$ cat src/rtl/layerio_mem_pkg.sv
/*
 * layerio memory definitions
 * depth, address and word types, requester index
 */
package layerio_mem_pkg;

    localparam int MEM_DEPTH = 256;
    localparam int ADDR_W    = $clog2(MEM_DEPTH);
    localparam int WORD_W    = 32;

    // addresses wrap modulo MEM_DEPTH
    typedef logic [ADDR_W-1:0] addr_t;

    // one word holds one packed lane vector
    typedef logic [WORD_W-1:0] word_t;

    // requester index, also the arbiter priority order
    typedef enum logic [1:0] {
        REQ_WB,
        REQ_FETCH,
        REQ_HOST
    } req_id_e;

endpackage

$ cat src/rtl/gemv_arith_pkg.sv
/*
 * GEMV arithmetic definitions
 * lane count, element and accumulator widths, vector and control types
 */
package gemv_arith_pkg;

    localparam int N_LANES = 4;
    localparam int ELEM_W  = 8;
    localparam int ACC_W   = 24;

    // lane index on the MXU feed
    localparam int LANE_W = $clog2(N_LANES);

    typedef logic signed [ELEM_W-1:0] elem_t;
    typedef logic signed [ACC_W-1:0]  acc_t;

    // lane i sits in bits 8i..8i+7
    typedef logic [N_LANES*ELEM_W-1:0] vec_t;

    typedef logic [LANE_W-1:0] lane_t;
    typedef logic [3:0]        shift_t;
    typedef logic [3:0]        tiles_m1_t;

endpackage
$ cat src/rtl/accel_ifs.sv
/*
 * memory request interface and MXU feed interface
 */
`timescale 1ns/10ps

// ======================================================================
// memory request, held by the requester until gnt
// ======================================================================
interface mem_req_if;
    import layerio_mem_pkg::*;

    logic  req;
    logic  we;
    addr_t addr;
    word_t wdata;
    logic  gnt;
    // read return, one cycle after gnt
    logic  rvalid;
    word_t rdata;

    modport requester (
        output req, we, addr, wdata,
        input  gnt, rvalid, rdata
    );

    modport arbiter (
        input  req, we, addr, wdata,
        output gnt, rvalid, rdata
    );
endinterface

// ======================================================================
// fetcher to MXU stream
// ======================================================================
interface mac_feed_if;
    import gemv_arith_pkg::*;

    logic  clear;
    logic  act_valid;
    logic  wt_valid;
    lane_t lane;
    vec_t  data;
    logic  last;

    modport source (output clear, act_valid, wt_valid, lane, data, last);
    modport sink   (input  clear, act_valid, wt_valid, lane, data, last);
endinterface

$ cat src/rtl/tile_fetch.sv
/*
 * tile fetcher
 * issues activation and weight-row reads per tile, feeds returns to the MXU
 */
`timescale 1ns/10ps

module tile_fetch (
    input  logic                      clk,
    input  logic                      rst_n,
    input  logic                      start,
    input  layerio_mem_pkg::addr_t    a_addr,
    input  layerio_mem_pkg::addr_t    w_addr,
    input  gemv_arith_pkg::tiles_m1_t n_tiles_m1,
    output logic                      busy,
    input  logic                      job_done,
    mem_req_if.requester              mem,
    mac_feed_if.source                feed
);
    import gemv_arith_pkg::*;
    import layerio_mem_pkg::*;

    // slot 0 is the activation, slots 1..N_LANES the weight rows
    localparam int SLOT_W = $clog2(N_LANES + 1);

    typedef logic [SLOT_W-1:0] slot_t;
    typedef enum logic [1:0] {IDLE, ISSUE, DRAIN, WAIT_WB} state_e;

    state_e    state;
    tiles_m1_t n_m1;
    tiles_m1_t iss_tile;
    tiles_m1_t ret_tile;
    slot_t     iss_slot;
    slot_t     ret_slot;
    addr_t     a_ptr;
    addr_t     w_ptr;
    logic      iss_end;
    logic      ret_end;
    logic      fire;

    assign fire    = mem.req && mem.gnt;
    assign iss_end = (iss_slot == slot_t'(N_LANES)) && (iss_tile == n_m1);
    assign ret_end = (ret_slot == slot_t'(N_LANES)) && (ret_tile == n_m1);

    // ======================================================================
    // read issue
    // ======================================================================
    assign mem.req   = (state == ISSUE);
    assign mem.we    = 1'b0;
    assign mem.addr  = (iss_slot == '0) ? a_ptr : w_ptr;
    assign mem.wdata = '0;

    // ======================================================================
    // return steering, in issue order
    // ======================================================================
    assign feed.act_valid = mem.rvalid && (ret_slot == '0);
    assign feed.wt_valid  = mem.rvalid && (ret_slot != '0);
    assign feed.lane      = lane_t'(ret_slot - slot_t'(1));
    assign feed.data      = mem.rdata;
    assign feed.last      = mem.rvalid && ret_end;

    // drops with the writeback done pulse
    assign busy = (state != IDLE) && !((state == WAIT_WB) && job_done);

    always_ff @(posedge clk or negedge rst_n) begin
        if (!rst_n) begin
            state      <= IDLE;
            feed.clear <= 1'b0;
            iss_tile   <= '0;
            iss_slot   <= '0;
            ret_tile   <= '0;
            ret_slot   <= '0;
        end else begin
            feed.clear <= start;
            if (start) begin
                state    <= ISSUE;
                iss_tile <= '0;
                iss_slot <= '0;
                ret_tile <= '0;
                ret_slot <= '0;
            end else begin
                case (state)
                    ISSUE:   if (fire && iss_end) state <= DRAIN;
                    DRAIN:   if (feed.last) state <= WAIT_WB;
                    WAIT_WB: if (job_done) state <= IDLE;
                    default: state <= IDLE;
                endcase
                if (fire) begin
                    if (iss_slot == slot_t'(N_LANES)) begin
                        iss_slot <= '0;
                        iss_tile <= iss_tile + 1'b1;
                    end else begin
                        iss_slot <= iss_slot + 1'b1;
                    end
                end
                if (mem.rvalid) begin
                    if (ret_slot == slot_t'(N_LANES)) begin
                        ret_slot <= '0;
                        ret_tile <= ret_tile + 1'b1;
                    end else begin
                        ret_slot <= ret_slot + 1'b1;
                    end
                end
            end
        end
    end

    // job registers and address pointers
    always_ff @(posedge clk) begin
        if (start) begin
            n_m1  <= n_tiles_m1;
            a_ptr <= a_addr;
            w_ptr <= w_addr;
        end else if (fire) begin
            if (iss_slot == '0) begin
                a_ptr <= a_ptr + 1'b1;
            end else begin
                w_ptr <= w_ptr + 1'b1;
            end
        end
    end

endmodule

$ cat src/flat_wrapper.sv
// flat-port wrapper written by rule: the top's interface ports become plain ports
module tile_fetch_flat import gemv_arith_pkg::*; import layerio_mem_pkg::*;
  (clk, rst_n, start, a_addr, w_addr, n_tiles_m1, busy, job_done, mem_req, mem_we, mem_addr, mem_wdata, mem_gnt, mem_rvalid, mem_rdata, feed_clear, feed_act_valid, feed_wt_valid, feed_lane, feed_data, feed_last);
  mem_req_if mem_i ();
  mac_feed_if feed_i ();
  input  logic clk;
  input  logic rst_n;
  input  logic start;
  input  layerio_mem_pkg::addr_t a_addr;
  input  layerio_mem_pkg::addr_t w_addr;
  input  gemv_arith_pkg::tiles_m1_t n_tiles_m1;
  output logic busy;
  input  logic job_done;
  output wire logic [$bits(mem_i.req)-1:0] mem_req;
  output wire logic [$bits(mem_i.we)-1:0] mem_we;
  output wire logic [$bits(mem_i.addr)-1:0] mem_addr;
  output wire logic [$bits(mem_i.wdata)-1:0] mem_wdata;
  input wire logic [$bits(mem_i.gnt)-1:0] mem_gnt;
  input wire logic [$bits(mem_i.rvalid)-1:0] mem_rvalid;
  input wire logic [$bits(mem_i.rdata)-1:0] mem_rdata;
  output wire logic [$bits(feed_i.clear)-1:0] feed_clear;
  output wire logic [$bits(feed_i.act_valid)-1:0] feed_act_valid;
  output wire logic [$bits(feed_i.wt_valid)-1:0] feed_wt_valid;
  output wire logic [$bits(feed_i.lane)-1:0] feed_lane;
  output wire logic [$bits(feed_i.data)-1:0] feed_data;
  output wire logic [$bits(feed_i.last)-1:0] feed_last;
  assign mem_req = mem_i.req;
  assign mem_we = mem_i.we;
  assign mem_addr = mem_i.addr;
  assign mem_wdata = mem_i.wdata;
  assign mem_i.gnt = mem_gnt;
  assign mem_i.rvalid = mem_rvalid;
  assign mem_i.rdata = mem_rdata;
  assign feed_clear = feed_i.clear;
  assign feed_act_valid = feed_i.act_valid;
  assign feed_wt_valid = feed_i.wt_valid;
  assign feed_lane = feed_i.lane;
  assign feed_data = feed_i.data;
  assign feed_last = feed_i.last;
  tile_fetch u_core (.clk(clk), .rst_n(rst_n), .start(start), .a_addr(a_addr), .w_addr(w_addr), .n_tiles_m1(n_tiles_m1), .busy(busy), .job_done(job_done), .mem(mem_i), .feed(feed_i));
endmodule
$ cat config.mk
export PLATFORM = sky130hd
export DESIGN_NAME = tile_fetch_flat
export DESIGN_NICKNAME = d
export VERILOG_FILES = /design/src/rtl/layerio_mem_pkg.sv /design/src/rtl/gemv_arith_pkg.sv /design/src/rtl/accel_ifs.sv /design/src/rtl/tile_fetch.sv /design/src/flat_wrapper.sv
export SDC_FILE = /design/constraint.sdc
export NUM_CORES = 1
export LEC_CHECK = 0
export ABC_AREA = 1
export BUFFER_PORTS_ARGS = -buffer_cell sky130_fd_sc_hd__buf_2
export CELL_PAD_IN_SITES_DETAIL_PLACEMENT = 1
export CELL_PAD_IN_SITES_GLOBAL_PLACEMENT = 1
export CORE_ASPECT_RATIO = 1.4
export CORE_MARGIN = 10
export CORE_UTILIZATION = 29
export DETAILED_ROUTE_END_ITERATION = 8
export PLACE_DENSITY_LB_ADDON = 0.1
export SYNTH_ARGS = -nofsm -noshare
export SYNTH_HDL_FRONTEND = slang
export SYNTH_SLANG_ARGS = --single-unit
$ cat constraint.sdc
create_clock -name clk -period 2.1 [get_ports clk]
set_input_delay 0.105 -clock clk [delete_from_list [all_inputs] [get_ports clk]]
set_output_delay 0.105 -clock clk [all_outputs]
set_load 0.02 [all_outputs]
# Word-level counts from Yosys, hierarchy flattened
# Cells that the tools add are included.
# classes
addsub	7
n_mul	0
n_div	0
n_lt_le_gt_ge	0
eq_ne	11
shifts	0
n_mux	24
n_bitwise	0
n_reduce_logical	24
# ops
operator	n
8-bit two-way mux	7
4-bit two-way mux	6
3-bit two-way mux	6
8-bit by 1-bit adder with 8-bit output, second input constant	2
2-bit nonzero test	6
1-bit logical AND	9
3-bit inequality test, second input constant	3
4-bit by 1-bit adder with 4-bit output, second input constant	2
4-bit == test	2
2-bit two-way mux	4
2-bit AND reduction	4
3-bit by 1-bit adder with 3-bit output, second input constant	2
3-bit == test, second input constant	2
3-bit zero test	2
2-bit case mux with 3 select lines	1
2-bit == test, second input constant	2
3-bit AND reduction	1
3-bit nonzero test	1
2-bit by 1-bit == test with 1-bit output, second input constant	1
2-bit inequality test, second input constant	1
2-bit by 1-bit subtractor with 2-bit output, second input constant	1
1-bit zero test	1
# word_totals
regBits	37
latch_bits	0
ramBits	0
mem_bits_ro	0
in_bits	58
output_inout_bits	81
wordCells	75
n_memories	0

# Depth between registers and ports, before layout
# Gate-level depths: netlist (run 1).
# logic_depth
word_depth	6
mapped_depth	11
ltp_nobuf	11

# Worst setup path after synthesis (run 1)
# OpenSTA, ideal clock, no wires.
# synth_path
path_type	register -> register
from	reg u_core.iss_slot[0]
to	reg u_core.a_ptr[0] (enable)
setup_time_ps	384
arrival_time_ps	1635
required_time_ps	1716
slack_ps	81
stages_incl_launch_ff	6
n_path_buf	1
synth_period_minus_slack_ps	2019
path_cell_list	dfrtp_1 > inv_1 > ha_1 > nand2_1 > buf_2 > o21ai_0
# synth_between
elab_chain_len	3
# synth_rtl
element	line_no	rtl
from (decl)	tile_fetch.sv:32	slot_t iss_slot;
from (signal assigned)	tile_fetch.sv:92	iss_slot <= iss_slot + 1'b1;
3-bit zero test	tile_fetch.sv:114	if (iss_slot == '0) begin
2-bit nonzero test (no source line)	-	
2-bit AND reduction (no source line)	-	
to (signal assigned)	tile_fetch.sv:111	a_ptr <= a_addr;
to (signal assigned)	tile_fetch.sv:115	a_ptr <= a_ptr + 1'b1;
to (decl)	tile_fetch.sv:34	addr_t a_ptr;
# No other way between the ends.
# A chain may end at the register's enable or synchronous reset.

# Final worst setup path (run 1)
# layout_path
from	reg u_core.iss_slot[0]
to	out mem_addr[3]
# layout_between
elab_chain_len	2
# layout_rtl
element	line_no	rtl
3-bit zero test	tile_fetch.sv:49	assign mem.addr = (iss_slot == '0) ? a_ptr : w_ptr;
8-bit two-way mux	tile_fetch.sv:49	
to (decl)	flat_wrapper.sv:16	output wire logic [$bits(mem_i.addr)-1:0] mem_addr;
# No other way between the ends.

==> results of run 1 <==
==> where the power goes <==
group | total, mW | switching (mW) | internal [mW]
Combinational | 0.919 | 0.617 | 0.302
Clock | 0.749 | 0.275 | 0.473
Sequential | 1.03 | 0.114 | 0.913
Total | 2.69 | 1.01 | 1.69
==> through the flow <==
stage | total power [mW] | utilization, % | hold WS [ns] | instances
finish | 2.69 | 31.7 | 0.00307 | 474
floorplan | 1.78 | - | -0.191 | 381
detailed placement | 1.98 | 29.8 | 0.0761 | 464
global placement | 1.97 | 29.8 | 0.0784 | 464
global route | 2.93 | 31.7 | 0.000161 | 474
CTS | 2.75 | 31.6 | 0.000211 | 473
==> final timing paths <==
kind,to,slack (ns),cells after the start
min,u_core.n_m1[1]$_DFFE_PP_,0.003,1
min in group asynchronous,u_core.ret_slot[2]$_DFFE_PN0P_,0.30,2
max,mem_addr[3],0.30,6
min reg2reg,u_core.state[1]$_DFFE_PN0P_,0.53,2
max in group asynchronous,u_core.iss_slot[2]$_DFFE_PN0P_,1.50,2
max reg2reg,u_core.w_ptr[4]$_DFFE_PP_,0.49,7
==> layout by cell type (no fill, tap or decap), drive strengths merged, types with 8 or more instances in the layout <==
cell type / count
nand2: 85
conb: 33
clkbuf: 8
ha: 12
dfrtp: 17
inv: 41
edfxtp: 20
buf: 48
o21ai: 25
nand4: 8
nor2: 22
nand3: 19
a21oi: 10
==> layout make-up <==
| cell class | instances | area (um^2) | share of cell area (%) |
|---|---|---|---|
| Clock buffer | 8 | 146 | 5.09 |
| Inverter | 41 | 154 | 5.35 |
| Multi-Input combinational cell | 231 | 1140 | 39.6 |
| Sequential cell | 37 | 1030 | 35.7 |
| Tap cell | 107 | 134 | 4.65 |
| Timing Repair Buffer | 50 | 278 | 9.66 |
==> metal layers <==
layer	global-route usage, %	wire (um)	up-vias
met5	0	0	-
met4	2.99	66	0
met3	2.96	366	7
met2	19.0	3770	53
met1	10.7	2680	987
li1	-	-	1054
==> registers in the layout, indices dropped and copies added, names as in the netlist <==
register / flops
u_core.ret_tile: 4
u_core.n_m1: 4
u_core.iss_slot: 3
u_core.iss_tile: 4
u_core.w_ptr: 8
u_core.state: 2
u_core.ret_slot: 3
u_core.feed.clear: 1
u_core.a_ptr: 8
==> timing repair <==
action	CTS	global route
endpoints found under the setup margin	0	0
buffers inserted	0	0
endpoints found under the hold margin	17	1
hold buffers	1	1
==> logic make-up (layout without fill, tap and decap cells) <==
family	Yosys count	count (layout)
flip-flops	37	37
buffers and inverters	113	99
other	1	33
AND/OR/NAND/NOR	140	140
adder cells (fa/ha/maj)	12	12
XOR/XNOR	4	4
AO/OA/AOI/OAI	42	42
==> worst register-to-register path: stages, from the launching register on <==
cell,delay (ns)
dfrtp_1,0.41
inv_1,0.09
ha_1,0.24
nand2_1,0.09
inv_1,0.10
nor2_1,0.06
a31oi_1,0.14
buf_4,0.19
==> results by group, run 1 <==
Yosys
  • Synth Area in Compound Gates: 8.12%
  • Synthesis-stage register bit count: 37
  • Cell taking the most area after synthesis: edfxtp_1
  • Post-Syn Instances: 349
  • Multiplexer area fraction after synthesis: 0%
  • Area contributors post-synth: edfxtp_1, buf_4, dfrtp_1
  • Fraction of registers with async set/reset: 45.9%
  • Largest family of logic cells by synthesized area: buffers and inverters
  • EDFF count, synth: 20
  • Cell with the most instances after synthesis: nand2_1
  • Post-Synth XOR/XNOR Area: 1.28%
  • Yosys Warn Count: 0
  • Adder-Cell Fraction of Synth Area: 5.51%
  • Mean Syn Cell Area: 7.81 um^2
  • Simple-Gate Fraction of Synth Area: 22.3%
  • Dominant synthesized flop cell: edfxtp_1
  • Cell Area, Synth: 0.00273 mm^2
  • Synth unique cells: 29
  • Synth top cells by count: nand2_1, buf_4, inv_1, o21ai_0, edfxtp_1
  • Synth top area share: 22.0%
  • Sequential area share after synthesis: 37.6%

Die
  • Die area: 0.0137 mm^2
  • Initial core utilization: 30.0%
  • Number of I/O pins: 139
  • Core Box Area: 0.00908 mm^2
  • Die Span Y: 135 um
  • Die Wd: 102 um
  • Row cnt: 41

Clocking
  • CTS Buf Count: 5
  • H-Tree Depth: 2
  • Clock buffer depth: 2
  • Clk_lat worst skew: 0.27 ns
  • TritonCTS Sinks: 37
  • Post-cts sizing count: 0
  • Root Buffer: clkbuf_16
  • CTS tree: built
  • Clock transition at path regs: 0.06 ns

Drt
  • DR pass1 iterations: 4
  • Via count: 2101
  • Vias/cell: 4.43
  • DRC marker count from the first detailed-route iteration: 44
  • Routed Antenna Nets: 0
  • WL final: 6880 um
  • WL/cell: 14.5 um
  • DRC: 0

Timing
  • Final hold violations: 0
  • Final Skew: 0.00308 ns
  • Final worst slack: 0.299 ns
  • Post-layout min period: 1.80 ns
  • Total negative slack: 0 ns
  • Crit share post-route: 85.8%
  • F_max: 555 MHz
  • Max Slew Vio Count: 0
  • RSZ-0062 raised after global routing: no
  • Final setup vio count: 0

Placed design
  • Pre-CTS setup slack: 0.477 ns
  • Placement Cell Area: 0.00271 mm^2
  • Buffers on Ports: 41
  • Routability Congestion: 0.751
  • HPWL Detailed: 5560 um

Finish
  • Nets@finish: 436
  • FILL cells: 1134
  • Design area: 0.00288 mm^2
  • Share of post-route cells with drive strength above 1: 17.4%
  • Area growth from synthesis to layout: 5.51%
  • Ant diodes: 0

Global route
  • Number of global-route vias before repair: 2304
  • Initial antenna violation count: 0
  • GRT Total Usage: 10.2%
  • First-pass GRT wire length: 11200 um
  • Overflow after GRT: 0
  • Largest net degree at the start of global routing: 18

Setup path
  • RR Startpoint: u_core.state[1]$_DFFE_PN0P_
  • Critical-path cell list: inv_1 > ha_1 > nand2_1 > buf_4 > o21ai_0 > buf_2
  • WP data arrival: 1.70 ns
  • Worst Setup Start Kind: register
  • CP Capture Type: primary output
  • Max stage delay on crit path: 0.38 ns
  • Maximum fanout along the worst path: 13
  • WS Path Type: register to primary output
  • Top cell family by delay on the critical path: buffers and inverters
  • Slowest-stage cell, CP: dfrtp_1
  • Bufs and invs on worst path: 3
  • Critical Path Source: u_core.iss_slot[0]$_DFFE_PN0P_
  • CP required: 2.00 ns

Min path
  • Hold path startpoint: n_tiles_m1[1]
  • Type of the most critical hold path: input pin to register

Job
  • Max Cap Violations: 0

Power
  • LEAKAGE: 1.45 nW
  • Pwr per Cell Area: 937 mW/mm^2
  • VDD IR max: 0.376 mV

Run status
  • Status: finished clean
No activity file was read; power rests on OpenSTA's default activity.
==> run 2: changes to the inputs <==
--- a/config.mk
+++ b/config.mk
@@ -6,13 +6,13 @@
 export NUM_CORES = 1
 export LEC_CHECK = 0
 export ABC_AREA = 1
-export BUFFER_PORTS_ARGS = -buffer_cell sky130_fd_sc_hd__buf_2
 export CELL_PAD_IN_SITES_DETAIL_PLACEMENT = 1
 export CELL_PAD_IN_SITES_GLOBAL_PLACEMENT = 1
 export CORE_ASPECT_RATIO = 1.4
 export CORE_MARGIN = 10
-export CORE_UTILIZATION = 29
+export CORE_UTILIZATION = 44
 export DETAILED_ROUTE_END_ITERATION = 8
+export DONT_BUFFER_PORTS = 1
 export PLACE_DENSITY_LB_ADDON = 0.1
 export SYNTH_ARGS = -nofsm -noshare
 export SYNTH_HDL_FRONTEND = slang
==> constraint.sdc (replaced) <==
create_clock -name clk -period 1.7 [get_ports clk]
set_input_delay 0.085 -clock clk [delete_from_list [all_inputs] [get_ports clk]]
set_output_delay 0.085 -clock clk [all_outputs]
set_load 0.02 [all_outputs]
==> run 2 against run 1 <==
Sequential power grew 23%. Combinational power increased by 25%. Clock-buffer cell count down 2. Cell area down 3.4%. First-iteration DRC count up 23%. Sequential share of layout area increased by 1.3 points. Power is 13% higher. Setup slack lost 0.18 ns. Critical endpoint is now mem_addr[7]. Largest power group unchanged. Highest routed layer unchanged.
==> results by group, run 2 (synthesis results as in run 1) <==
Placed design
  • Placement Cell Area: 0.00251 mm^2 (-7.2%)
  • Routability Congestion: 0.825 (+9.8%)
  • HPWL Detailed: 5090 um (-8.4%)
  • Placed insts: 391 (-16%)
  • Buffers on Ports: 0 (-100%)

Finish
  • Share of post-route cells with drive strength above 1: 11.7% (-5.8 points)
  • Top Registers: u_core.a_ptr x8, u_core.w_ptr x8
  • Area growth from synthesis to layout: 1.88%
  • Register area: 0.00103 mm^2 (unchanged)
  • Most common cell after layout, fill and taps aside: nand2_1
  • Area of the multi-input gates: 0.00118 mm^2 (+3.8%)
  • Nets@finish: 412 (-5.5%)
  • Design area: 0.00278 mm^2 (-3.4%)
  • FILL cells: 767 (-32%)
  • Layout Cells excl Fill: 413 (-13%)
  • Ant diodes: 0 (unchanged)
  • Most frequent cells in the layout: nand2_1, inv_1, conb_1, o21ai_0, edfxtp_1

Clocking
  • Clock buffer depth: 2 (unchanged)
  • Clk_lat worst skew: 0.29 ns (+0.02 ns)
  • Setup bufs post-CTS: 0 (unchanged)
  • Clock transition at path regs: 0.07 ns (about the same)
  • CTS tree: built
  • TritonCTS Sinks: 37 (unchanged)
  • Root Buffer: clkbuf_8
  • H-Tree Depth: 2 (unchanged)
  • CTS Buf Count: 5 (unchanged)

Drt
  • DR pass1 iterations: 4 (unchanged)
  • WL final: 6500 um (-5.5%)
  • DRC marker count from the first detailed-route iteration: 54 (+23%)
  • Metal-1 WL: 2370 um (-12%)
  • WL/cell: 15.7 um (+8.4%)
  • Met3 WL post-DR: 337 um (-7.9%)
  • DRC: 0 (unchanged)
  • Max Used Layer: met4
  • Vias/cell: 4.95 (+12%)
  • Routed Antenna Nets: 0 (unchanged)
  • Via count: 2043 (-2.8%)
  • Met2 Wirelength: 3710 um (-1.6%)

Setup path
  • Maximum fanout along the worst path: 13 (unchanged)
  • WP data arrival: 1.49 ns (-0.21 ns)
  • Worst Setup Start Kind: register
  • WS Path Type: register to primary output
  • CP Capture Type: primary output
  • CP required: 1.62 ns (-0.38 ns)

Power
  • Switching Share: 39.7% (+2.4 points)
  • Sequential power share: 41.5% (+3.4 points)
  • Pwr Total: 3.05 mW (+13%)
  • Comb pwr share: 37.7% (+3.6 points)
  • Sw Pwr: 1.21 mW (+21%)
  • Clock network fraction of design power: 20.8% (-7.0 points)
  • LEAKAGE: 1.34 nW (-7.7%)
  • Pwr per Cell Area: 1100 mW/mm^2 (+17%)
  • VDD IR max: 0.549 mV (+46%)
  • Internal power: 1.84 mW (+9.1%)

Die
  • Die area: 0.00979 mm^2 (-29%)
  • Die Span Y: 113 um (-16%)
  • Core Box Area: 0.00595 mm^2 (-35%)
  • Die Wd: 86.5 um (-15%)
  • Number of I/O pins: 139 (unchanged)
  • Initial core utilization: 45.9% (+16 points)
  • Row cnt: 33 (-20%)

Global route
  • Overflow after GRT: 0 (unchanged)
  • First-pass GRT wire length: 10800 um (-4.0%)
  • Initial antenna violation count: 0 (unchanged)
  • GRT Total Usage: 13.4% (+3.2 points)
  • Number of global-route vias before repair: 2254 (-2.2%)
  • Largest net degree at the start of global routing: 18 (unchanged)

Timing
  • Worst-Margin Slew: 0.774 ns
  • Final setup vio count: 0 (unchanged)
  • Total negative slack: 0 ns (unchanged)
  • RSZ-0062 raised after global routing: no
  • Slew headroom: 48.3%
  • Max Slew Vio Count: 0 (unchanged)
  • F_max: 633 MHz
  • Final Skew: 0.00439 ns (+0.00131 ns)
  • Post-layout min period: 1.58 ns
  • Final hold violations: 0 (unchanged)
  • Crit share post-route: 92.9%

Job
  • Max Cap Violations: 0 (unchanged)

Run status
  • Status: finished clean

Min path
  • Type of the most critical hold path: input pin to register
==> run 2: cell types whose count changed in the layout (fill, tap and decap cells not counted), sizes merged <==
cell	change
dlygate4sd3	+12
clkinv	+2
clkbuf	-2
buf	-36
==> run 2: repair_timing <==
action	CTS	global route
endpoints found under the hold margin	38	0
hold buffers	14	0
setup endpoints to repair	2	11
pin swaps	0	1
gates resized for setup	2	12
==> run 2: power by group through the flow <==
stage               clock network [mW]  logic, mW  registers [mW]
global route                     0.698       1.31            1.29
CTS                              0.652       1.15            1.27
floorplan                            0      0.982            1.24
global placement                     0       1.08            1.28
detailed placement                   0       1.09            1.29
finish                           0.637       1.15            1.27
==> run 2: stage by stage <==
stage / hold slack, ns / setup slack, ns / utilization [%]
floorplan: -0.211 / 0.00885 / -
global placement: -0.210 / 0.177 / 42.3
detailed placement: -0.210 / 0.127 / 42.3
CTS: 0.00408 / 0.00983 / 46.2
global route: 0.00809 / 0.00987 / 46.7
finish: 0.00315 / 0.120 / 46.7
==> run 2: cell type report <==
class / count / area share (%)
multi-input cells: 231 / 42.6
flip-flops and latches: 37 / 36.9
repair buffers: 26 / 8.42
inverters: 41 / 5.63
well taps: 70 / 3.15
clock buffers: 6 / 2.97
clock inverters: 2 / 0.315
==> run 2: path summary, 6_finish.rpt <==
check,end,slack [ns],from,cells past startpoint
hold reg to reg,u_core.state[1]$_DFFE_PN0P_,0.55,u_core.state[1]$_DFFE_PN0P_,2
setup reg to reg,u_core.w_ptr[1]$_DFFE_PP_,0.16,u_core.state[1]$_DFFE_PN0P_,6
max in group asynchronous,u_core.iss_tile[3]$_DFFE_PN0P_,0.90,rst_n,1
hold / removal,u_core.a_ptr[7]$_DFFE_PP_,0.003,a_addr[7],2
min in group asynchronous,u_core.ret_tile[2]$_DFFE_PN0P_,0.31,rst_n,1
setup / recovery,mem_addr[7],0.12,u_core.iss_slot[1]$_DFFE_PN0P_,6
==> run 2: critical path: stages (launching register included) <==
cell and delay (ns):
dfrtp_1 0.40, inv_2 0.09, ha_4 0.15, nand2_1 0.09, buf_6 0.15, o21ai_0 0.15
buf_4 0.17
==> run 2: routing by layer <==
layer | track usage [%] | vias up
met5 | 0 | -
met4 | 3.90 | 0
met3 | 4.52 | 7
met2 | 25.8 | 43
met1 | 12.8 | 991
li1 | - | 1002
