--- src/rtl/layerio_mem_pkg.sv ---
/*
 * layerio memory definitions
 * depth, address and word types, requester index
 */
package layerio_mem_pkg;

    localparam int MEM_DEPTH = 256;
    localparam int ADDR_W    = $clog2(MEM_DEPTH);
    localparam int WORD_W    = 32;

    // addresses wrap modulo MEM_DEPTH
    typedef logic [ADDR_W-1:0] addr_t;

    // one word holds one packed lane vector
    typedef logic [WORD_W-1:0] word_t;

    // requester index, also the arbiter priority order
    typedef enum logic [1:0] {
        REQ_WB,
        REQ_FETCH,
        REQ_HOST
    } req_id_e;

endpackage

--- src/rtl/accel_ifs.sv ---
/*
 * memory request interface and MXU feed interface
 */
`timescale 1ns/10ps

// ======================================================================
// memory request, held by the requester until gnt
// ======================================================================
interface mem_req_if;
    import layerio_mem_pkg::*;

    logic  req;
    logic  we;
    addr_t addr;
    word_t wdata;
    logic  gnt;
    // read return, one cycle after gnt
    logic  rvalid;
    word_t rdata;

    modport requester (
        output req, we, addr, wdata,
        input  gnt, rvalid, rdata
    );

    modport arbiter (
        input  req, we, addr, wdata,
        output gnt, rvalid, rdata
    );
endinterface


--- src/rtl/host_port.sv ---
/*
 * host port
 * one outstanding host access held as a memory request
 */
`timescale 1ns/10ps

module host_port (
    input  logic                   clk,
    input  logic                   rst_n,
    input  logic                   host_wr,
    input  logic                   host_rd,
    input  layerio_mem_pkg::addr_t host_addr,
    input  layerio_mem_pkg::word_t host_wdata,
    output logic                   host_ready,
    output logic                   host_rvalid,
    output layerio_mem_pkg::word_t host_rdata,
    mem_req_if.requester           mem
);
    logic accept;

    assign accept = host_ready && (host_wr || host_rd);

    always_ff @(posedge clk or negedge rst_n) begin
        if (!rst_n) begin
            mem.req     <= 1'b0;
            host_ready  <= 1'b1;
            host_rvalid <= 1'b0;
        end else begin
            host_rvalid <= mem.rvalid;
            if (accept) begin
                mem.req    <= 1'b1;
                host_ready <= 1'b0;
            end else if (mem.req && mem.gnt) begin
                mem.req <= 1'b0;
                // a write is finished at the grant
                if (mem.we) begin
                    host_ready <= 1'b1;
                end
            end
            if (mem.rvalid) begin
                host_ready <= 1'b1;
            end
        end
    end

    always_ff @(posedge clk) begin
        if (accept) begin
            mem.we    <= host_wr;
            mem.addr  <= host_addr;
            mem.wdata <= host_wdata;
        end
        if (mem.rvalid) begin
            host_rdata <= mem.rdata;
        end
    end

endmodule

--- src/flat_wrapper.sv ---
// flat-port wrapper written by rule: the top's interface ports become plain ports
module host_port_flat 
  (clk, rst_n, host_wr, host_rd, host_addr, host_wdata, host_ready, host_rvalid, host_rdata, mem_req, mem_we, mem_addr, mem_wdata, mem_gnt, mem_rvalid, mem_rdata);
  mem_req_if mem_i ();
  input  logic clk;
  input  logic rst_n;
  input  logic host_wr;
  input  logic host_rd;
  input  layerio_mem_pkg::addr_t host_addr;
  input  layerio_mem_pkg::word_t host_wdata;
  output logic host_ready;
  output logic host_rvalid;
  output layerio_mem_pkg::word_t host_rdata;
  output wire logic [$bits(mem_i.req)-1:0] mem_req;
  output wire logic [$bits(mem_i.we)-1:0] mem_we;
  output wire logic [$bits(mem_i.addr)-1:0] mem_addr;
  output wire logic [$bits(mem_i.wdata)-1:0] mem_wdata;
  input wire logic [$bits(mem_i.gnt)-1:0] mem_gnt;
  input wire logic [$bits(mem_i.rvalid)-1:0] mem_rvalid;
  input wire logic [$bits(mem_i.rdata)-1:0] mem_rdata;
  assign mem_req = mem_i.req;
  assign mem_we = mem_i.we;
  assign mem_addr = mem_i.addr;
  assign mem_wdata = mem_i.wdata;
  assign mem_i.gnt = mem_gnt;
  assign mem_i.rvalid = mem_rvalid;
  assign mem_i.rdata = mem_rdata;
  host_port u_core (.clk(clk), .rst_n(rst_n), .host_wr(host_wr), .host_rd(host_rd), .host_addr(host_addr), .host_wdata(host_wdata), .host_ready(host_ready), .host_rvalid(host_rvalid), .host_rdata(host_rdata), .mem(mem_i));
endmodule
--- config.mk ---
export PLATFORM = sky130hd
export DESIGN_NAME = host_port_flat
export DESIGN_NICKNAME = d
export VERILOG_FILES = /design/src/rtl/layerio_mem_pkg.sv /design/src/rtl/accel_ifs.sv /design/src/rtl/host_port.sv /design/src/flat_wrapper.sv
export SDC_FILE = /design/constraint.sdc
export NUM_CORES = 1
export LEC_CHECK = 0
export BUFFER_PORTS_ARGS = -buffer_cell sky130_fd_sc_hd__buf_4
export CAP_MARGIN = 30
export CORE_UTILIZATION = 40
export CTS_CLUSTER_DIAMETER = 50
export CTS_CLUSTER_SIZE = 20
export DETAILED_ROUTE_END_ITERATION = 10
export GPL_ROUTABILITY_DRIVEN = 0
export PLACE_DENSITY = 0.73
export RECOVER_POWER = 100
export REMOVE_ABC_BUFFERS = 1
export SYNTH_ARGS = -nofsm -noshare
export SYNTH_HDL_FRONTEND = slang
export SYNTH_SLANG_ARGS = --single-unit
--- constraint.sdc ---
create_clock -name clk -period 4.8 [get_ports clk]
set_input_delay 0.24 -clock clk [delete_from_list [all_inputs] [get_ports clk]]
set_output_delay 0.24 -clock clk [all_outputs]
set_load 0.005 [all_outputs]
Word level (Yosys, flattened, before mapping)
Index checks and enable logic that the tools add are counted.
{"block": "word_totals", "reg_bits": 76, "input_bits": 78}
{"block": "classes", "mux": 6, "reduce_logical": 7}
{"operator": "1-bit 2-to-1 mux", "n": 6}
{"operator": "3-bit nonzero test", "n": 2}
{"operator": "1-bit logical AND", "n": 2}
{"operator": "2-bit AND reduction", "n": 1}
{"operator": "2-bit nonzero test", "n": 1}
{"operator": "1-bit logical OR", "n": 1}

Logic depth before layout (Yosys ltp)
Gate-level depths: netlist (run 1).
{"block": "depth", "ltp_word": 4, "ltp_mapped": 2, "depth_no_buf": 2}

Worst setup path before layout (run 1)
OpenSTA, ideal clock, no wires.
{"block": "synth_timing", "path_type": "register to register", "from": "register u_core.host_ready", "to": "register u_core.mem.addr[0] (enable)", "setup_time_ns": 0.403, "arrival_time_ns": 1.548, "required_ns": 4.397, "path_slack_ns": 2.850, "stages_incl_launch_ff": 2, "path_buffers": 0, "synth_period_minus_slack_ns": 1.950, "cell_sequence": "dfstp_2 > o21a_1"}
{"block": "synth_between", "elab_chain_cells": 1}
{"item": "from (decl)", "line_no": "host_port.sv:14", "text": "output logic host_ready,"}
{"item": "from (signal assigned)", "line_no": "host_port.sv:26", "text": "host_ready <= 1'b1;"}
{"item": "from (signal assigned)", "line_no": "host_port.sv:32", "text": "host_ready <= 1'b0;"}
{"item": "from (signal assigned)", "line_no": "host_port.sv:37", "text": "host_ready <= 1'b1;"}
{"item": "1-bit logical AND", "line_no": "host_port.sv:21", "text": "assign accept = host_ready && (host_wr || host_rd);"}
{"item": "named net u_core.accept", "line_no": "host_port.sv:19", "text": "logic accept;"}
{"item": "to (signal assigned)", "line_no": "host_port.sv:49", "text": "mem.addr <= host_addr;"}
{"item": "to (decl)", "line_no": "accel_ifs.sv:22", "text": "output req, we, addr, wdata,"}
The timed path passes the listed nets, and every way through them passes these cells.
A chain may end at the register's enable or synchronous reset.

Final worst setup path (run 1)
{"block": "layout_timing", "from": "register u_core.host_ready", "to": "register u_core.mem.wdata[31] (enable)"}
{"block": "layout_between", "elab_chain_cells": 1}
{"item": "1-bit logical AND", "line_no": "host_port.sv:21"}
{"item": "named net u_core.accept", "line_no": "host_port.sv:19"}
{"item": "to (signal assigned)", "line_no": "host_port.sv:50", "text": "mem.wdata <= host_wdata;"}
{"item": "to (decl)", "line_no": "accel_ifs.sv:22"}
The timed path passes the listed nets, and every way through them passes these cells.

==> flow_metrics.env, run 1 <==
export IMPL_wl_per_cell_um=13.54
export IMPL_core_um2=5540
export IMPL_die_area_um2=6060
export IMPL_io_buffers=153
export IMPL_finClkSkew_ns=0.003301
export IMPL_num_fill_cells=420
export IMPL_drtPass1Iterations=4
export IMPL_synth_commonest_cells="edfxtp_1 (73), dfrtp_1 (2)"
export IMPL_tightest_slew_ns=1.722
export IMPL_p_seq_share_pct=58.3
export IMPL_numCtsBuffers=9
export IMPL_worstHoldPathType="input pin to register"
export IMPL_grt_ovfl_total=0
export IMPL_slew_headroom_pct=-14.77
export IMPL_end_kind="register"
export IMPL_ys_seq_area_share_pct=98.59
export IMPL_power_share_clock_pct=31.6
export IMPL_rsz0062_at_grt="no"
export IMPL_yosys_top_cells_area="edfxtp_1 (95%), dfrtp_1 (2.2%), dfstp_2 (1.1%), a21o_1 (0.33%), o21a_1 (0.33%)"
export IMPL_switchingPower_mw=0.2691
export IMPL_start_util_pct=41.53
export IMPL_rows=27
export IMPL_antenna_cells=0
export IMPL_final_hold_violation_count=0
export IMPL_fin_crit_ns=2.273
export IMPL_synth_top_family_by_area="compound AO/OA/AOI/OAI gates"
export IMPL_critPathLaunchType="register"
export IMPL_ant_nets=0
export IMPL_setup_viol_count_final=0
export IMPL_drv_slew=79
export IMPL_post_synth_top_count_cell="edfxtp_1"
export IMPL_power_density_nw_per_um2=376.3
export IMPL_fp_dieH_um=77.85
export IMPL_switching_share_pct=19.47
export IMPL_violations="max-capacitance violations, max-slew violations"
export IMPL_drt_iter0_drc=69
export IMPL_avgSynthCellArea_um2=28.41
export IMPL_critPathSlowestCell="o21a_1"
export IMPL_synth_edf_count=73
export IMPL_grt_pass1_vias=1452
export IMPL_synth_distinct_cells=8
export IMPL_clock_path_buffers=2
export IMPL_max_cap_violations=2
export IMPL_ys_ff_latch=76
export IMPL_cpLargestDelayFamily="compound AO/OA/AOI/OAI gates"
export IMPL_tritoncts="yes"
export IMPL_ios=154
export IMPL_cts_sinks=76
export IMPL_status="finished, violations left"
export IMPL_cts_root_buffer="clkbuf_8"
export IMPL_ys_flop_type="edfxtp_1"
export IMPL_insertion_delay_ns=0.33
export IMPL_max_stage_delay_ns=1.30
export IMPL_post_cts_repair_setup_buffers=0
export IMPL_p_leak_nw=1.510
export IMPL_yosysWarnings=0
export IMPL_avgViaCountPerCell=4.384
export IMPL_internal_power_mw=1.113
export IMPL_die_x_um=77.85
export IMPL_combPwrFrac_pct=10.1
export IMPL_drive_gt1_share_pct=59.76
export IMPL_cp_buffers_inverters=0
export IMPL_synth_top_cell_area_share_pct=95.27
export IMPL_gr_usage_all_layers_pct=15.51
export IMPL_drt_total_wl_um=4372
export IMPL_setup_tns_ns=0
export IMPL_grt_pass1_wl_um=6534
export IMPL_worstPathArrival_ns=2.20
export IMPL_vias=1416
export IMPL_post_route_util_pct=66.28
export IMPL_synthAdderAreaFrac_pct=0
export IMPL_area_growth_pct=59.60
export IMPL_path_clk_slew_ns=0.07
export IMPL_vdd_ir_drop_max_uv=252.5
export IMPL_synthXorXnorAreaFrac_pct=0
export IMPL_yosysTopAreaCell="edfxtp_1"
export IMPL_antenna_found_initial=0
export IMPL_async_reset_ff_share_pct=3.947
export IMPL_finalCritPeriodShare_pct=47.36
export IMPL_synthMuxAreaShare_pct=0
export IMPL_drc=0
export IMPL_syn_area_um2=2301
export IMPL_syn_inst=81
export IMPL_worstPathMaxFanout=43
export IMPL_synth_compound_area_share_pct=1.251
export IMPL_total_power_mw=1.382
export IMPL_crit_required_ns=4.72
export IMPL_fmax_mhz=439.9
export IMPL_synth_simple_area_share_pct=0
export IMPL_critPathKind="register to register"
export IMPL_h_tree_depth=3
export IMPL_grt_start_max_net_pins=44
export IMPL_worstPathCellList="o21a_1"
export IMPL_nNetsFinal=324
## power by group through the flow
stage	logic (mW)	clock network, mW	registers (mW)
floorplan	0.0128	0	0.829
global placement	0.154	0	0.820
detailed placement	0.156	0	0.821
CTS	0.157	0.453	0.807
global route	0.151	0.478	0.812
finish	0.139	0.437	0.806
## cell families (layout without fill, tap and decap cells)
kind of cell / Yosys count / in the layout
flops: 76 / 76
compound gates: 4 / 4
buf+inv: 1 / 171
## registers in the layout, summed over array words and instances, names as in the netlist
name,flops
u_core.mem.addr,8
u_core.host_ready,1
u_core.host_rvalid,1
u_core.mem.wdata,32
u_core.mem.req,1
u_core.host_rdata,32
u_core.mem.we,1
## metal layers
layer  vias up  global-route usage, %  share of wire [%]
met5         -                      0                  0
met4         0                  13.21                3.0
met3        12                  8.118                 17
met1       626                  15.21                 34
met2       124                  23.98                 46
li1        654                      -                  -
## metrics by stage
step                setup slack, ns  hold WS [ns]  instance area, um2  std cells
floorplan                     2.850      -0.05559                2301         81
global placement              3.104       0.03117                3541        306
detailed placement            3.097       0.03303                3541        306
CTS                           3.084       0.06034                3734        323
global route                  2.318       0.08208                3672        323
finish                        2.527        0.1055                3672        323
## final timing paths
check	startpoint	endpoint	slack (ns)	cells after the start
worst max-delay path	u_core.host_ready$_DFFE_PN1P_	u_core.mem.wdata[31]$_DFFE_PP_	2.53	1
worst min register to register	u_core.mem.req$_DFFE_PN0P_	u_core.mem.req$_DFFE_PN0P_	0.50	1
max in group asynchronous	rst_n	u_core.host_ready$_DFFE_PN1P_	4.30	2
worst max register to register	u_core.host_ready$_DFFE_PN1P_	u_core.mem.wdata[31]$_DFFE_PP_	2.53	1
worst min-delay path	host_wdata[15]	u_core.mem.wdata[15]$_DFFE_PP_	0.11	1
min in group asynchronous	rst_n	u_core.host_rvalid$_DFF_PN0_	0.27	2
## cells in the final DEF (no fill, tap or decap)
master	synthesis	routed
clkinvlp_4	0	1
dfrtp_1	2	2
dlygate4sd3_1	0	1
clkbuf_8	0	9
a31oi_1	1	1
clkbuf_1	0	17
bufinv_16	0	1
clkinv_1	0	2
edfxtp_1	73	73
clkbuf_4	0	134
buf_4	0	3
o21bai_1	1	1
o21a_1	1	1
dfstp_1	0	1
inv_1	1	1
a21o_1	1	1
clkinv_2	0	2
## repair_timing
action                    4_1_cts  5_1_grt
gates resized for setup         0        0
hold buffers                    1        0
hold endpoints to repair        3        0
## layout make-up
type	instances	area (um2)	area share [%]
clock buffer	10	127.6	3.475
clock inverter	6	55.05	1.499
inverter	1	3.754	0.1022
multi-input combinational	4	28.78	0.7836
sequential	76	2268	61.77
tap	72	90.09	2.453
timing repair buffer	154	1099	29.91
(Power assumes the default switching activity.)
==> inputs of run 2 (changes only) <==
Settings changed: ABC_AREA from default to 1.
Clock period 4.8 ns to 2.4 ns, I/O delays scaled along.
==> run 2 against run 1 <==
  * The run still ends with max-capacitance violations, max-slew violations left
  * Non-clock buffer count grew 75
  * Clock skew grew 0.0031 ns
  * Sequential share of layout area shrank 10 points
  * Sequential power grew 100%
  * Die area grew 0.53%
  * Power grew 120%
  * Final cell count grew 25%
  * Core utilization grew 14 points
  * Cell area grew 20%
  * Largest power group unchanged
==> flow_metrics.env, run 2 <==
export IMPL_switchingPower_mw=0.6179
export IMPL_wl_per_cell_um=15.29
export IMPL_h_tree_depth=3
export IMPL_synth_edf_count=73
export IMPL_switching_share_pct=20.44
export IMPL_critPathKind="register to register"
export IMPL_fmax_mhz=635.6
export IMPL_fp_dieH_um=78.05
export IMPL_critPathLaunchType="register"
export IMPL_r2r_start="u_core.host_ready$_DFFE_PN1P_"
export IMPL_setup_tns_ns=0
export IMPL_cts_sinks=76
export IMPL_combPwrFrac_pct=12.6
export IMPL_syn_inst=86
export IMPL_worstPathMaxFanout=41
export IMPL_drv_slew=35
export IMPL_path_clk_slew_ns=0.07
export IMPL_drt_total_wl_um=6163
export IMPL_p_leak_nw=1.817
export IMPL_vias=1742
export IMPL_async_reset_ff_share_pct=3.947
export IMPL_avgSynthCellArea_um2=26.90
export IMPL_ys_seq_area_share_pct=98.05
export IMPL_drc=0
export IMPL_nNetsFinal=404
export IMPL_clock_path_buffers=2
export IMPL_antenna_cells=0
export IMPL_vdd_ir_drop_max_uv=402.1
export IMPL_setup_viol_count_final=0
export IMPL_power_density_nw_per_um2=683.2
export IMPL_ctsHoldBuffers=75
export IMPL_worstPathCellList="o21ai_0 -> inv_1 -> buf_4"
export IMPL_avgViaCountPerCell=4.323
export IMPL_synth_compound_area_share_pct=0.5949
export IMPL_tritoncts="yes"
export IMPL_power_share_clock_pct=33.9
export IMPL_synth_top_family_by_area="simple AND/OR/NAND/NOR gates"
export IMPL_io_buffers=153
export IMPL_drt_iter0_drc=97
export IMPL_pre_cts_ws_ns=0.9640
export IMPL_post_cts_resized=0
export IMPL_rows=27
export IMPL_grt_start_max_net_pins=42
export IMPL_area_growth_pct=91.24
export IMPL_post_cts_repair_setup_buffers=0
export IMPL_finClkSkew_ns=0.006372
export IMPL_critPathSlowestCell="dfstp_1"
export IMPL_placed_area_um2=3560
export IMPL_antenna_found_initial=0
export IMPL_rsz0062_at_grt="no"
export IMPL_ys_flop_type="edfxtp_1"
export IMPL_synth_top_cell_area_share_pct=94.75
export IMPL_violations="max-capacitance violations, max-slew violations"
export IMPL_synthXorXnorAreaFrac_pct=0
export IMPL_fin_ws_ns=0.8266
export IMPL_reg2reg_depth=3
export IMPL_gr_usage_all_layers_pct=21.47
export IMPL_yosysTopAreaCell="edfxtp_1"
export IMPL_numCtsBuffers=9
export IMPL_final_hold_violation_count=0
export IMPL_insertion_delay_ns=0.33
export IMPL_max_stage_delay_ns=0.54
export IMPL_hpwl_um=3496
export IMPL_synth_commonest_cells="edfxtp_1 (73), inv_1 (4), nand2_1 (3)"
export IMPL_layout_commonest_cell="clkbuf_4"
export IMPL_yosysWarnings=0
export IMPL_reg_top3="u_core.host_rdata (32), u_core.mem.wdata (32), u_core.mem.addr (8)"
export IMPL_status="finished, violations left"
export IMPL_die_area_um2=6092
export IMPL_drive_gt1_share_pct=42.90
export IMPL_worstPathArrival_ns=1.54
export IMPL_grt_ovfl_total=0
export IMPL_synth_simple_area_share_pct=0.7031
export IMPL_synth_distinct_cells=8
export IMPL_post_synth_top_count_cell="edfxtp_1"
export IMPL_crit_required_ns=2.37
export IMPL_worstHoldPathType="input pin to async pin"
export IMPL_ios=154
export IMPL_grt_pass1_wl_um=9308
export IMPL_start_util_pct=41.76
export IMPL_internal_power_mw=2.405
export IMPL_grt_pass1_vias=1836
export IMPL_drtPass1Iterations=5
export IMPL_final_area_um2=4424
export IMPL_total_power_mw=3.023
export IMPL_yosys_top_cells_area="edfxtp_1 (95%), dfrtp_1 (2.2%), dfstp_2 (1.1%), inv_1 (0.65%), nand2_1 (0.49%)"
export IMPL_syn_area_um2=2313
export IMPL_synthAdderAreaFrac_pct=0
export IMPL_die_x_um=78.05
export IMPL_max_cap_violations=1
export IMPL_slew_headroom_pct=-13.70
export IMPL_fin_crit_ns=1.573
export IMPL_end_kind="register"
export IMPL_finalCritPeriodShare_pct=65.56
export IMPL_p_seq_share_pct=53.5
export IMPL_ant_nets=0
export IMPL_rr_endpoint="u_core.mem.wdata[26]$_DFFE_PP_"
export IMPL_cts_root_buffer="clkbuf_8"
export IMPL_synthMuxAreaShare_pct=0
export IMPL_tightest_slew_ns=1.706
export IMPL_core_um2=5540
export IMPL_layout_common_cells="clkbuf_4 (124), dlygate4sd3_1 (75), edfxtp_1 (73)"
export IMPL_ys_ff_latch=76
export IMPL_r2r_setup_slack_ns=0.83
## run 2: cell types whose count changed in the layout (fill, tap and decap cells not counted), sizes merged
cell,change
nand2,+3
dlygate4sd3,+74
clkbuf,-1
clkinvlp,+1
o21a,-1
a31oi,-1
buf,+1
bufinv,+1
a21o,-1
inv,+3
clkinv,-1
o21ai,+2
o21bai,-1
nand3,+1
## run 2: worst max path at each step
stage,cells past startpoint,end,slack [ns],start
detailed placement,3,u_core.mem.wdata[7]$_DFFE_PP_,0.96,u_core.host_ready$_DFFE_PN1P_
finish,3,u_core.mem.wdata[26]$_DFFE_PP_,0.83,u_core.host_ready$_DFFE_PN1P_
global placement,3,u_core.mem.addr[4]$_DFFE_PP_,0.97,u_core.host_ready$_DFFE_PN1P_
floorplan,2,u_core.mem.addr[0]$_DFFE_PP_,0.59,u_core.host_ready$_DFFE_PN1P_
global route,3,u_core.mem.wdata[22]$_DFFE_PP_,0.71,u_core.host_ready$_DFFE_PN1P_
CTS,3,u_core.mem.wdata[22]$_DFFE_PP_,0.95,u_core.host_ready$_DFFE_PN1P_
## run 2: cell families after synthesis
group	count (synthesis)
DFF	76
buffers and inverters	4
and+or+nand+nor	4
AOI/OAI and AO/OA	2
## run 2: cell type report
type	count	area, um2
multi-input cells	6	26.28
fillers	314	1116
clock inverters	7	91.34
inverters	4	15.01
clock buffers	9	123.9
flip-flops and latches	76	2268
well taps	72	90.09
repair buffers	229	1809
## run 2: power groups by stage
stage | clock, mW | combinational, mW | sequential (mW)
CTS | 1.03 | 0.416 | 1.61
global route | 1.09 | 0.413 | 1.63
finish | 1.02 | 0.382 | 1.62
floorplan | 0 | 0.0266 | 1.66
global placement | 0 | 0.313 | 1.64
detailed placement | 0 | 0.317 | 1.64
## run 2: routing by layer
| layer | vias to the layer above | part of all wire (%) | track usage (%) |
|---|---|---|---|
| met1 | 777 | 40 | 27.13 |
| li1 | 815 | - | - |
| met3 | 11 | 12 | 8.256 |
| met2 | 139 | 46 | 33.16 |
| met5 | - | 0 | 0 |
| met4 | 0 | 1.9 | 9.259 |
## run 2: critical path: cells and delay by family, from the launching register on
| kind | cells | cell delay [ns] |
|---|---|---|
| buf+inv | 2 | 0.50 |
| compound gates | 1 | 0.15 |
| flops | 1 | 0.54 |
## run 2: per-stage QoR
step	utilization, %	hold slack (ns)	cells
2_1_floorplan	-	-0.1756	86
3_3_place_gp	64.25	-0.09076	312
3_5_place_dp	64.25	-0.08821	312
4_1_cts	81.68	0.02927	403
5_1_grt	79.86	0.1362	403
6_report	79.86	0.1237	403
==> inputs of run 3 (changes only) <==
Clock period 2.4 ns to 1.55 ns, I/O delays scaled along.
==> run 3 against run 2 <==
  * The flow now finishes without violations
  * Final cell count grew 0.25%
  * Wire length grew 4.3%
  * Clock power grew 36%
  * First-iteration DRC count grew 19%
  * Sequential share of layout area grew 0.23 points
  * Critical endpoint is now u_core.mem.addr[5]$_DFFE_PP_
  * Largest cell class unchanged
==> flow_metrics.env, run 3 (same netlist as run 2, synthesis figures left out) <==
export IMPL_post_cts_resized=0
export IMPL_critPathSlowestCell="dfstp_1"
export IMPL_fin_crit_ns=1.383
export IMPL_max_stage_delay_ns=0.56
export IMPL_grt_pass1_vias=1902
export IMPL_setup_viol_count_final=0
export IMPL_die_x_um=78.05
export IMPL_met1_usage_pct=25.85
export IMPL_h_tree_depth=3
export IMPL_fp_dieH_um=78.05
export IMPL_gr_usage_all_layers_pct=22.45
export IMPL_end_kind="register"
export IMPL_p_leak_nw=1.810
export IMPL_layout_commonest_cell="clkbuf_4"
export IMPL_path_clk_slew_ns=0.07
export IMPL_total_power_mw=4.498
export IMPL_antenna_found_initial=0
export IMPL_avgViaCountPerCell=4.379
export IMPL_fmax_mhz=723.1
export IMPL_grt_start_max_net_pins=42
export IMPL_die_area_um2=6092
export IMPL_pre_cts_ws_ns=0.2902
export IMPL_slew_headroom_pct=49.33
export IMPL_tritoncts="yes"
export IMPL_drtPass1Iterations=4
export IMPL_core_um2=5540
export IMPL_vias=1769
export IMPL_critPathKind="register to register"
export IMPL_numCtsBuffers=9
export IMPL_drt_total_wl_um=6430
export IMPL_wl_per_cell_um=15.92
export IMPL_drive_gt1_share_pct=41.87
export IMPL_drc=0
export IMPL_post_route_util_pct=79.49
export IMPL_tightest_slew_ns=0.7600
export IMPL_crit_required_ns=1.55
export IMPL_worstHoldPathType="input pin to async pin"
export IMPL_worstPathCellList="o21ai_2 -> inv_1 -> buf_6"
export IMPL_fin_ws_ns=0.1670
export IMPL_grtUsageMet2_pct=37.11
export IMPL_max_cap_violations=0
export IMPL_antenna_cells=0
export IMPL_grtUsageMet3_pct=9.767
export IMPL_grt_pass1_wl_um=9798
export IMPL_post_cts_repair_setup_buffers=0
export IMPL_rsz0062_at_grt="no"
export IMPL_status="complete, no violations"
export IMPL_final_hold_violation_count=0
export IMPL_grt_busiest_layer="met2"
export IMPL_r2r_setup_slack_ns=0.17
export IMPL_finalCritPeriodShare_pct=89.23
export IMPL_ant_nets=0
export IMPL_area_growth_pct=90.37
export IMPL_reg_top3="u_core.host_rdata (32), u_core.mem.wdata (32), u_core.mem.addr (8)"
export IMPL_ios=154
export IMPL_insertion_delay_ns=0.33
export IMPL_finClkSkew_ns=0.005747
export IMPL_rows=27
export IMPL_nNetsFinal=406
export IMPL_setup_tns_ns=0
export IMPL_worstPathMaxFanout=41
export IMPL_power_density_nw_per_um2=1021
export IMPL_cts_sinks=76
export IMPL_grt_ovfl_total=0
export IMPL_drt_iter0_drc=115
export IMPL_layout_common_cells="clkbuf_4 (124), dlygate4sd3_1 (77), edfxtp_1 (73)"
export IMPL_drv_slew=0
export IMPL_clock_path_buffers=2
export IMPL_io_buffers=153
export IMPL_vdd_ir_drop_max_uv=655.6
export IMPL_critPathLaunchType="register"
export IMPL_cts_root_buffer="clkbuf_8"
export IMPL_worstPathArrival_ns=1.38
export IMPL_start_util_pct=41.76
run 3: cell count changes in the layout (fill, tap and decap cells not counted), moves of 2 or more:
cell,before,now
buf_4,4,1
clkbuf_1,26,29
clkinvlp_4,2,0
dlygate4sd3_1,75,77
run 3: metrics by stage:
stage,hold slack (ns),cells,cell area (um2)
2_1_floorplan,-0.2181,86,2313
3_3_place_gp,-0.1333,312,3572
3_5_place_dp,-0.1307,312,3572
4_1_cts,0.05233,404,4517
5_1_grt,0.07159,404,4404
6_report,0.06894,404,4404
run 3: routing by layer:
metal,routed length (um),up-vias
met5,0,-
met4,65,0
met3,733,8
met2,3108,126
met1,2522,817
li1,-,818
run 3: power breakdown:
part           leakage (nW)  switching [mW]  internal (mW)  total, mW
clock network        0.0879           0.663          0.730       1.39
logic                 0.975           0.221          0.380      0.601
registers             0.747          0.0541           2.45       2.50
run 3: final timing paths:
kind / startpoint / endpoint / cells after the start
setup / recovery: u_core.host_ready$_DFFE_PN1P_ / u_core.mem.addr[5]$_DFFE_PP_ / 3
hold / removal: rst_n / u_core.host_rvalid$_DFF_PN0_ / 2
setup reg to reg: u_core.host_ready$_DFFE_PN1P_ / u_core.mem.addr[5]$_DFFE_PP_ / 3
hold reg to reg: u_core.host_ready$_DFFE_PN1P_ / u_core.host_ready$_DFFE_PN1P_ / 4
max in group asynchronous: rst_n / u_core.host_ready$_DFFE_PN1P_ / 2
min in group clk: mem_rvalid / u_core.host_ready$_DFFE_PN1P_ / 3
run 3: cell type report:
class / count / area (um2)
Clock buffer: 12 / 135.1
Clock inverter: 3 / 38.79
Fill cell: 327 / 1136
Inverter: 4 / 15.01
Multi-Input combinational cell: 6 / 30.03
Sequential cell: 76 / 2268
Tap cell: 72 / 90.09
Timing Repair Buffer: 231 / 1827
run 3: repair_timing:
item	CTS	global route
hold buffers	77	0
endpoints found under the hold margin	78	0
setup endpoints to repair	0	0
run 3: worst max-delay path, delay by kind of cell (launching register included):
family                 cells  cell delay (ns)
flip-flops                 1             0.56
AO/OA/AOI/OAI              1             0.08
buffers and inverters      2             0.39
